File: src/core_defs.svh
// Core width and address constants
`ifndef CORE_DEFS_SVH
`define CORE_DEFS_SVH

// Data and address width
`define XLEN 32

// Architectural registers
`define RF_REGS 32

// A store to this address ends the program
`define HALT_ADDR 32'h0000_0FFC

`endif
File: src/core_pkg.sv
// Core types
package core_pkg;

    // RV32I major opcodes handled by the core
    typedef enum logic [6:0] {
        OP_IMM = 7'b0010011,
        OP     = 7'b0110011,
        LUI    = 7'b0110111,
        LOAD   = 7'b0000011,
        STORE  = 7'b0100011,
        BRANCH = 7'b1100011
    } opcode_e;

    typedef enum logic [2:0] {
        ALU_ADD,
        ALU_SUB,
        ALU_AND,
        ALU_OR,
        ALU_XOR,
        ALU_PASS_B          // LUI immediate
    } alu_op_e;

    // Execute to memory access control
    typedef struct packed {
        logic wr_rd;        // Result goes to rd
        logic is_load;
        logic is_store;
    } ictrl_t;

    typedef enum logic [1:0] {
        MA_IDLE,
        MA_ADDR,            // Address phase on the data bus
        MA_DATA             // Waiting out the data phase
    } ma_state_e;

endpackage

File: src/stage_if.sv
// Stage boundary interfaces
`timescale 1ns/10ps
`include "core_defs.svh"

interface feex_if;
    logic             valid;        // Instruction register is full
    logic [31:0]      instr;
    logic [`XLEN-1:0] pc;
    logic             stall;
    logic             redirect;     // Taken branch leaves execute
    logic [`XLEN-1:0] target;

    modport fe (output valid, instr, pc, input stall, redirect, target);
    modport ex (input valid, instr, pc, output stall, redirect, target);
endinterface

interface exma_if;
    logic                valid;     // Pulse in the cycle after handover
    core_pkg::ictrl_t    ictrl;
    logic [4:0]          rd;
    logic [`XLEN-1:0]    val;       // ALU result or access address
    logic [`XLEN-1:0]    wdata;
    logic                busy;
    logic                fwd_valid;
    logic [4:0]          fwd_rd;
    logic [`XLEN-1:0]    fwd_val;

    modport ex (
        output valid, ictrl, rd, val, wdata,
        input  busy, fwd_valid, fwd_rd, fwd_val
    );
    modport ma (
        input  valid, ictrl, rd, val, wdata,
        output busy, fwd_valid, fwd_rd, fwd_val
    );
endinterface

File: src/hardisc_lite.sv
// Three stage RV32I subset core
`timescale 1ns/10ps
`include "core_defs.svh"

module hardisc_lite (
    input  logic             s_clk_i,
    input  logic             reset_i,
    input  logic [`XLEN-1:0] boot_addr_i,       // First fetch address

    output logic [`XLEN-1:0] i_haddr_o,         // Instruction bus
    output logic [1:0]       i_htrans_o,
    input  logic [31:0]      i_hrdata_i,
    input  logic             i_hready_i,

    output logic [`XLEN-1:0] d_haddr_o,         // Data bus
    output logic [1:0]       d_htrans_o,
    output logic             d_hwrite_o,
    output logic [`XLEN-1:0] d_hwdata_o,
    input  logic [`XLEN-1:0] d_hrdata_i,
    input  logic             d_hready_i
);

    logic [4:0]       s_rs1, s_rs2, s_wb_rd;
    logic [`XLEN-1:0] s_rs1_val, s_rs2_val, s_wb_val;
    logic             s_wb_en;

    feex_if s_feex ();
    exma_if s_exma ();

    pipeline_1_fe m_pipe_1_fe (
        .s_clk_i(s_clk_i),
        .reset_i(reset_i),
        .boot_addr_i(boot_addr_i),
        .i_haddr_o(i_haddr_o),
        .i_htrans_o(i_htrans_o),
        .i_hrdata_i(i_hrdata_i),
        .i_hready_i(i_hready_i),
        .feex(s_feex.fe)
    );

    pipeline_2_ex m_pipe_2_ex (
        .s_clk_i(s_clk_i),
        .reset_i(reset_i),
        .feex(s_feex.ex),
        .exma(s_exma.ex),
        .rs1_o(s_rs1),
        .rs2_o(s_rs2),
        .rs1_val_i(s_rs1_val),
        .rs2_val_i(s_rs2_val)
    );

    pipeline_3_ma m_pipe_3_ma (
        .s_clk_i(s_clk_i),
        .reset_i(reset_i),
        .exma(s_exma.ma),
        .d_haddr_o(d_haddr_o),
        .d_htrans_o(d_htrans_o),
        .d_hwrite_o(d_hwrite_o),
        .d_hwdata_o(d_hwdata_o),
        .d_hrdata_i(d_hrdata_i),
        .d_hready_i(d_hready_i),
        .wb_en_o(s_wb_en),
        .wb_rd_o(s_wb_rd),
        .wb_val_o(s_wb_val)
    );

    rf_controller m_rfc (
        .s_clk_i(s_clk_i),
        .reset_i(reset_i),
        .wb_en_i(s_wb_en),
        .wb_rd_i(s_wb_rd),
        .wb_val_i(s_wb_val),
        .rs1_i(s_rs1),
        .rs2_i(s_rs2),
        .rs1_val_o(s_rs1_val),
        .rs2_val_o(s_rs2_val)
    );

endmodule

File: src/rf_controller.sv
// Integer register file
`timescale 1ns/10ps
`include "core_defs.svh"

module rf_controller (
    input  logic             s_clk_i,
    input  logic             reset_i,
    input  logic             wb_en_i,
    input  logic [4:0]       wb_rd_i,
    input  logic [`XLEN-1:0] wb_val_i,
    input  logic [4:0]       rs1_i,
    input  logic [4:0]       rs2_i,
    output logic [`XLEN-1:0] rs1_val_o,
    output logic [`XLEN-1:0] rs2_val_o
);

    logic [`XLEN-1:0] regs [`RF_REGS];

    // Same-cycle write is visible to the reader
    function automatic logic [`XLEN-1:0] read_port(input logic [4:0] addr);
        if (addr == 5'd0) begin
            return '0;
        end
        if (wb_en_i && wb_rd_i == addr) begin
            return wb_val_i;
        end
        return regs[addr];
    endfunction

    always_ff @(posedge s_clk_i) begin
        if (reset_i) begin
            for (int i = 0; i < `RF_REGS; i++) begin
                regs[i] <= '0;
            end
        end else if (wb_en_i && wb_rd_i != 5'd0) begin
            regs[wb_rd_i] <= wb_val_i;          // x0 stays zero
        end
    end

    always_comb begin
        rs1_val_o = read_port(rs1_i);
        rs2_val_o = read_port(rs2_i);
    end

endmodule

File: src/pipeline_3_ma.sv
// Memory access and writeback stage
`timescale 1ns/10ps
`include "core_defs.svh"

module pipeline_3_ma (
    input  logic             s_clk_i,
    input  logic             reset_i,
    exma_if.ma               exma,
    output logic [`XLEN-1:0] d_haddr_o,
    output logic [1:0]       d_htrans_o,
    output logic             d_hwrite_o,
    output logic [`XLEN-1:0] d_hwdata_o,
    input  logic [`XLEN-1:0] d_hrdata_i,
    input  logic             d_hready_i,
    output logic             wb_en_o,
    output logic [4:0]       wb_rd_o,
    output logic [`XLEN-1:0] wb_val_o
);

    core_pkg::ma_state_e state_q, state_d, ma_state;
    logic                is_mem, ld_done_q;
    logic [`XLEN-1:0]    rdata_q, wdata_q;

    assign is_mem   = exma.ictrl.is_load | exma.ictrl.is_store;
    // A fresh load or store goes straight into its address phase
    assign ma_state = (state_q == core_pkg::MA_IDLE && exma.valid && is_mem) ? core_pkg::MA_ADDR
                                                                            : state_q;

    always_comb begin
        case (ma_state)
            core_pkg::MA_ADDR: state_d = d_hready_i ? core_pkg::MA_DATA : core_pkg::MA_ADDR;
            core_pkg::MA_DATA: state_d = d_hready_i ? core_pkg::MA_IDLE : core_pkg::MA_DATA;
            default:           state_d = core_pkg::MA_IDLE;
        endcase
    end

    always_ff @(posedge s_clk_i) begin
        if (reset_i) begin
            state_q   <= core_pkg::MA_IDLE;
            ld_done_q <= 1'b0;
        end else begin
            state_q   <= state_d;
            ld_done_q <= (ma_state == core_pkg::MA_DATA) & d_hready_i & exma.ictrl.is_load;
        end
    end

    always_ff @(posedge s_clk_i) begin
        if (ma_state == core_pkg::MA_ADDR && d_hready_i) begin
            wdata_q <= exma.wdata;              // Driven through the data phase
        end
        if (ma_state == core_pkg::MA_DATA && d_hready_i) begin
            rdata_q <= d_hrdata_i;
        end
    end

    assign d_haddr_o  = exma.val;
    assign d_htrans_o = (ma_state == core_pkg::MA_ADDR) ? 2'b10 : 2'b00;  // NONSEQ or IDLE
    assign d_hwrite_o = (ma_state == core_pkg::MA_ADDR) & exma.ictrl.is_store;
    assign d_hwdata_o = wdata_q;

    assign exma.busy  = (ma_state != core_pkg::MA_IDLE);

    // ALU results retire on handover, loads one cycle after the data phase
    assign wb_en_o  = ld_done_q | (exma.valid & exma.ictrl.wr_rd & ~exma.ictrl.is_load);
    assign wb_rd_o  = exma.rd;
    assign wb_val_o = ld_done_q ? rdata_q : exma.val;

    assign exma.fwd_valid = wb_en_o;
    assign exma.fwd_rd    = wb_rd_o;
    assign exma.fwd_val   = wb_val_o;

    // A held address phase belongs to a load or store and keeps its address
    a_nonseq: assert property (@(posedge s_clk_i) disable iff (reset_i)
        (d_htrans_o == 2'b10 && !d_hready_i) |->
            is_mem ##1 (d_htrans_o == 2'b10 && $stable(d_haddr_o)));

endmodule

File: src/pipeline_2_ex.sv
// Decode and execute stage
`timescale 1ns/10ps
`include "core_defs.svh"

module pipeline_2_ex (
    input  logic             s_clk_i,
    input  logic             reset_i,
    feex_if.ex               feex,
    exma_if.ex               exma,
    output logic [4:0]       rs1_o,
    output logic [4:0]       rs2_o,
    input  logic [`XLEN-1:0] rs1_val_i,
    input  logic [`XLEN-1:0] rs2_val_i
);

    core_pkg::opcode_e opcode;
    core_pkg::alu_op_e alu_op;
    core_pkg::ictrl_t  ictrl;
    logic [`XLEN-1:0]  imm, op1, op2, opb, result;
    logic [2:0]        funct3;
    logic              use_imm, is_branch, taken, move;

    assign opcode = core_pkg::opcode_e'(feex.instr[6:0]);
    assign funct3 = feex.instr[14:12];
    assign rs1_o  = feex.instr[19:15];
    assign rs2_o  = feex.instr[24:20];

    always_comb begin
        alu_op    = core_pkg::ALU_ADD;
        imm       = {{20{feex.instr[31]}}, feex.instr[31:20]};  // I-type
        ictrl     = '0;
        use_imm   = 1'b1;
        is_branch = 1'b0;
        case (opcode)
            core_pkg::OP_IMM: begin
                ictrl.wr_rd = (funct3 == 3'b000);  // ADDI only
            end
            core_pkg::OP: begin
                use_imm     = 1'b0;
                ictrl.wr_rd = 1'b1;
                case (funct3)
                    3'b000:  alu_op = feex.instr[30] ? core_pkg::ALU_SUB : core_pkg::ALU_ADD;
                    3'b100:  alu_op = core_pkg::ALU_XOR;
                    3'b110:  alu_op = core_pkg::ALU_OR;
                    3'b111:  alu_op = core_pkg::ALU_AND;
                    default: ictrl.wr_rd = 1'b0;
                endcase
            end
            core_pkg::LUI: begin
                alu_op      = core_pkg::ALU_PASS_B;
                imm         = {feex.instr[31:12], 12'b0};
                ictrl.wr_rd = 1'b1;
            end
            core_pkg::LOAD: begin
                ictrl.wr_rd   = 1'b1;
                ictrl.is_load = 1'b1;
            end
            core_pkg::STORE: begin
                imm            = {{20{feex.instr[31]}}, feex.instr[31:25], feex.instr[11:7]};
                ictrl.is_store = 1'b1;
            end
            core_pkg::BRANCH: begin
                imm       = {{19{feex.instr[31]}}, feex.instr[31], feex.instr[7],
                             feex.instr[30:25], feex.instr[11:8], 1'b0};
                is_branch = 1'b1;
            end
            default: ;                                  // Retires as a no-op
        endcase
    end

    // Memory access result wins over the register file
    assign op1 = (exma.fwd_valid && exma.fwd_rd == rs1_o && rs1_o != 5'd0) ? exma.fwd_val
                                                                          : rs1_val_i;
    assign op2 = (exma.fwd_valid && exma.fwd_rd == rs2_o && rs2_o != 5'd0) ? exma.fwd_val
                                                                          : rs2_val_i;
    assign opb = use_imm ? imm : op2;

    always_comb begin
        case (alu_op)
            core_pkg::ALU_SUB:    result = op1 - opb;
            core_pkg::ALU_AND:    result = op1 & opb;
            core_pkg::ALU_OR:     result = op1 | opb;
            core_pkg::ALU_XOR:    result = op1 ^ opb;
            core_pkg::ALU_PASS_B: result = opb;
            default:              result = op1 + opb;
        endcase
    end

    // BEQ and BNE only
    assign taken = is_branch & (funct3[2:1] == 2'b00) & (funct3[0] ^ (op1 == op2));

    // Busy lasts until a load's data is forwardable, so it also covers load-use
    assign feex.stall    = exma.busy;
    assign move          = feex.valid & ~feex.stall;
    assign feex.redirect = move & taken;
    assign feex.target   = feex.pc + imm;

    always_ff @(posedge s_clk_i) begin
        if (reset_i) begin
            exma.valid <= 1'b0;
        end else begin
            exma.valid <= move;
        end
    end

    always_ff @(posedge s_clk_i) begin
        if (move) begin
            exma.ictrl <= ictrl;
            exma.rd    <= feex.instr[11:7];
            exma.val   <= result;
            exma.wdata <= op2;
        end
    end

    a_handover: assert property (@(posedge s_clk_i) disable iff (reset_i)
        (exma.valid && (exma.ictrl.is_load || exma.ictrl.is_store)) |-> exma.busy);

endmodule

File: src/pipeline_1_fe.sv
// Instruction fetch stage
`timescale 1ns/10ps
`include "core_defs.svh"

module pipeline_1_fe (
    input  logic             s_clk_i,
    input  logic             reset_i,
    input  logic [`XLEN-1:0] boot_addr_i,
    output logic [`XLEN-1:0] i_haddr_o,
    output logic [1:0]       i_htrans_o,
    input  logic [31:0]      i_hrdata_i,
    input  logic             i_hready_i,
    feex_if.fe               feex
);

    logic             aphase_q, dphase_q, drop_q, ir_valid_q;
    logic [31:0]      ir_q;
    logic [`XLEN-1:0] ir_pc_q, pc_q, haddr_q, fetch_addr;
    logic             d_done, take, in_flight, ir_valid_d, issue;

    assign d_done     = dphase_q & i_hready_i;
    assign take       = ir_valid_q & ~feex.stall;
    assign in_flight  = aphase_q | (dphase_q & ~i_hready_i);  // Still on the bus after this edge
    assign fetch_addr = feex.redirect ? feex.target : pc_q;

    // Redirect empties the register, a dropped reply never lands
    assign ir_valid_d = feex.redirect       ? 1'b0 :
                        (d_done & ~drop_q)  ? 1'b1 :
                        take                ? 1'b0 : ir_valid_q;
    assign issue      = ~in_flight & ~ir_valid_d;

    always_ff @(posedge s_clk_i) begin
        if (reset_i) begin
            aphase_q   <= 1'b0;
            dphase_q   <= 1'b0;
            drop_q     <= 1'b0;
            ir_valid_q <= 1'b0;
            pc_q       <= boot_addr_i;
        end else begin
            aphase_q   <= issue | (aphase_q & ~i_hready_i);
            dphase_q   <= (aphase_q & i_hready_i) | (dphase_q & ~i_hready_i);
            drop_q     <= feex.redirect ? in_flight : (drop_q & ~d_done);
            ir_valid_q <= ir_valid_d;
            if (issue) begin
                pc_q <= fetch_addr + 32'd4;
            end else if (feex.redirect) begin
                pc_q <= feex.target;
            end
        end
    end

    always_ff @(posedge s_clk_i) begin
        if (issue) begin
            haddr_q <= fetch_addr;
        end
        if (d_done) begin
            ir_q    <= i_hrdata_i;
            ir_pc_q <= haddr_q;                 // Held since the address phase
        end
    end

    assign i_haddr_o  = haddr_q;
    assign i_htrans_o = aphase_q ? 2'b10 : 2'b00;  // NONSEQ or IDLE
    assign feex.valid = ir_valid_q;
    assign feex.instr = ir_q;
    assign feex.pc    = ir_pc_q;

    a_addr_hold: assert property (@(posedge s_clk_i) disable iff (reset_i)
        (i_htrans_o == 2'b10 && !i_hready_i) |=> (i_htrans_o == 2'b10 && $stable(i_haddr_o)));

endmodule

File: config.mk
export PLATFORM = sky130hd
export DESIGN_NAME = hardisc_lite
export DESIGN_NICKNAME = d
export VERILOG_FILES = /design/src/core_pkg.sv /design/src/stage_if.sv /design/src/hardisc_lite.sv /design/src/rf_controller.sv /design/src/pipeline_3_ma.sv /design/src/pipeline_2_ex.sv /design/src/pipeline_1_fe.sv
export VERILOG_INCLUDE_DIRS = /design/src
export SDC_FILE = /design/constraint.sdc
export NUM_CORES = 2
export LEC_CHECK = 0
export BUFFER_PORTS_ARGS = -buffer_cell sky130_fd_sc_hd__buf_2
export CAP_MARGIN = 20
export CORE_ASPECT_RATIO = 1.4
export CORE_MARGIN = 8
export CORE_UTILIZATION = 40
export CTS_CLUSTER_SIZE = 28
export DETAILED_ROUTE_END_ITERATION = 7
export SLEW_MARGIN = 10
export SYNTH_ARGS = -nofsm -noshare
export SYNTH_HDL_FRONTEND = slang
export SYNTH_SLANG_ARGS = --single-unit
export TNS_END_PERCENT = 10
File: constraint.sdc
create_clock -name s_clk_i -period 16.9 [get_ports s_clk_i]
set_input_delay 1.69 -clock s_clk_i [delete_from_list [all_inputs] [get_ports s_clk_i]]
set_output_delay 1.69 -clock s_clk_i [all_outputs]
set_load 0.01 [all_outputs]
==> impl_metrics.csv <==
group,metric,value,unit
run_status,status,"finished, final reports clean",
sta,holdWs,0.420,ns
placed_design,portBuffers,198,
synth,async_flop_share,0,
worst_setup_path,worstSetupStartpointType,"flop",
synth,ys.flop_type,"edfxtp_1",
worst_setup_path,path_buf_inv,3,
worst_setup_path,crit_path_frequent_cell,"nand2_1",
worst_setup_path,path_class,"flop to flop",
clocking,cts-resized-gates,0,
clocking,clk_pin_slew_worst_paths,0.07,ns
drt,ant_nets,0,
drt,viasPerCell,6.36,
layout,finalCoreUtilization,0.447,
clocking,root_buffer,"clkbuf_16",
drt,drcViolationCount,0,
sta,rsz0062_at_grt,"false",
layout,layout.cells.non_filler,7774,
clocking,post_cts_buffers,0,
global_route,grt-ovfl-total,0,
layout,syn_to_final_growth,11.5,%
synth,synth_edf_count,1256,
global_route,grt_pass1_wl,362000,um
placed_design,globalplace.congestion,0.963,
worst_setup_path,critical-path-top-delay-family,"simple AND/OR/NAND/NOR gates",
floorplan,dieArea,189000,um2
drt,via_count,49500,
floorplan,boundaryPins,201,
sta,maxSlewViolCount,0,
synth,synth.most_common_cell,"edfxtp_1",
pwr,vdd_ir_drop_max,95.0,uV
worst_setup_path,cp-end-kind,"flop",
floorplan,dieWidth,370,um
drt,first_pass_iters,8,
sta,clock.fmax,104,MHz
layout,nNetsFinal,5596,
floorplan,start_util,0.401,
hold_path,hold_path_class,"flop to flop",
sta,finClkSkew,0.0383,ns
floorplan,core_area,175000,um2
placed_design,dp_cells,7537,
floorplan,fp-row-count,182,
synth,yosys_register_bits,1306,
sta,hold_viol_final,0,
worst_setup_path,worstPathCellList,"buf_12, buf_12, mux4_2, mux2_2, nand2_1, o21ai_0, a22oi_1, o211a_1, o31ai_1, or4_1, nor4_4, mux2i_4, buf_4, nand2_1, nand2_1, ha_1, nand2_1, nor4_1, nand2_1, mux2i_1, a21boi_2, and2_1, nand3_1, o221a_2",
synth,synth_common_cells,"edfxtp_1 (1256), nor2_1 (1109), mux4_2 (517)",
global_route,grt.total_usage,0.264,
placed_design,hpwl,164000,um
synth,yosysSeqAreaShare,0.551,
sta,post-route-period-util,0.568,
synth,synth_top_area_cell,"edfxtp_1",
synth,synth_cell_types,99,
sta,setup_viol,0,
clocking,clkLatencyLatePin,0.78,ns
worst_setup_path,crit_path_max_fanout,92,
sta,finalSetupTns,0,ns
layout,drive_gt1_frac,0.233,
worst_setup_path,slowest_delay,0.91,ns
global_route,met2_usage,0.436,
synth,synth.cell_area,70200,um2
global_route,grt.busiest_layer,"met2",
floorplan,die_y,512,um
global_route,grt_use_met3,0.0592,
pwr,power.density,94.5,nW/um2
sta,slew-limit-headroom,0.142,
drt,wirelength,258000,um
drt,wl_per_cell,33.2,um
sta,tightest_slew,1.27,ns
clocking,cts_buffers,118,
pwr,p_leak,29.0,nW
clocking,cts_max_path_buffers,3,
synth,ys_warn_count,0,
global_route,grt_antenna_before_repair,16,
global_route,grt_pass1_vias,49300,
clocking,cts_sinks,1306,
worst_setup_path,cp_data_required_time,17.56,ns
synth,syn_area_per_cell,13.2,um2
clocking,htree_num_levels,3,
worst_setup_path,arrival,10.26,ns
synth,netlist_instances,5303,
clocking,postCtsHoldBufs,0,
sta,min_period,9.61,ns
drt,drt_iter0_drc,6799,
clocking,cts_tree,"done",
synth,synth.top_cells.by_area,"edfxtp_1 (54%), mux4_2 (17%), nor2_1 (5.9%), mux2i_1 (3.7%), ha_1 (2.2%)",
global_route,grt_max_degree,113,
worst_setup_path,cpMaxStageDelayCell,"dfxtp_4",
global_route,use_met1,0.315,
synth,synth_top_area_frac,0.537,
run,maxCapViolations,0,
==> metal layers <==
layer	part of all wire	vias to the layer above
met5	0.00011	-
met4	0.074	4
met3	0.10	852
met2	0.48	3266
met1	0.34	25200
li1	-	20200
==> worst register-to-register path, delay by kind of cell (launching register included) <==
family | cells | cell delay (ns)
AOI/OAI and AO/OA | 6 | 1.52
adders and majority gates | 1 | 0.30
buffers and inverters | 3 | 2.02
DFF | 1 | 0.91
muxes | 4 | 1.71
and+or+nand+nor | 10 | 3.02
==> metrics by stage <==
stage | instance area [um2] | setup WS [ns] | power (mW)
floorplan | 70400 | 10.49 | 4.30
global placement | 74000 | 7.36 | 4.61
detailed placement | 74100 | 7.54 | 4.62
CTS | 78000 | 7.49 | 7.39
global route | 78300 | 6.82 | 7.56
finish | 78300 | 7.29 | 7.40
==> layout make-up <==
cell class | count | area (um2)
well taps | 2300 | 2880
multi-input cells | 3473 | 29800
clock inverters | 80 | 855
fillers | 15500 | 96800
diodes | 9 | 22.5
flip-flops and latches | 1306 | 38800
repair buffers | 352 | 2410
inverters | 117 | 440
clock buffers | 137 | 3080
==> cell usage in the layout (no fill, tap or decap), types with 32 or more instances in the layout <==
master,n
a21oi_1,137
a22oi_1,37
and3_1,33
buf_2,198
buf_4,138
clkbuf_16,120
conb_1,34
dfxtp_1,41
edfxtp_1,1256
ha_1,126
inv_1,108
mux2_2,59
mux2i_1,226
mux2i_4,34
mux4_2,517
nand2_1,257
nand2_2,46
nand2b_1,32
nand3_1,82
nor2_1,1105
nor3_1,33
o21ai_0,103
o21ai_1,35
xnor2_1,88
==> power by group <==
part / internal (mW) / switching, mW
registers: 3.67 / 0.0776
logic: 0.320 / 0.510
clock network: 1.53 / 1.29
total: 5.52 / 1.88
==> cell families after synthesis <==
logic type	share of synthesized area
buffers and inverters	0.0357
AO/OA/AOI/OAI	0.0583
other	0.0000534
adder cells (fa/ha/maj)	0.0232
multiplexers	0.213
AND/OR/NAND/NOR	0.104
flip-flops	0.551
XOR/XNOR	0.0146
==> registers in the layout, summed over array words and instances, names as in the netlist, named ones only <==
signal	flops
m_pipe_1_fe.aphase_q	1
m_pipe_1_fe.drop_q	1
m_pipe_1_fe.feex.instr	32
m_pipe_1_fe.feex.pc	32
m_pipe_1_fe.feex.valid	1
m_pipe_1_fe.i_haddr_o	32
m_pipe_1_fe.pc_q	32
m_pipe_2_ex.exma.ictrl	3
m_pipe_2_ex.exma.rd	5
m_pipe_2_ex.exma.val	32
m_pipe_2_ex.exma.valid	1
m_pipe_2_ex.exma.wdata	32
m_pipe_3_ma.d_hwdata_o	32
m_pipe_3_ma.ld_done_q	1
m_pipe_3_ma.rdata_q	32
m_pipe_3_ma.state_q	2
m_rfc.regs	1024
==> worst paths after layout <==
kind / from / endpoint / slack, ns / depth (start not counted)
min reg2reg: m_pipe_2_ex.exma.wdata[21]$_DFFE_PP_ / m_pipe_3_ma.d_hwdata_o[21]$_DFFE_PP_ / 0.42 / 0
max: flop / m_pipe_1_fe.pc_q[30]$_DFF_P_ / 7.29 / 24
max reg2reg: flop / m_pipe_1_fe.pc_q[30]$_DFF_P_ / 7.29 / 24
min: m_pipe_2_ex.exma.wdata[21]$_DFFE_PP_ / m_pipe_3_ma.d_hwdata_o[21]$_DFFE_PP_ / 0.42 / 0
No activity file was read; power rests on OpenSTA's default activity.
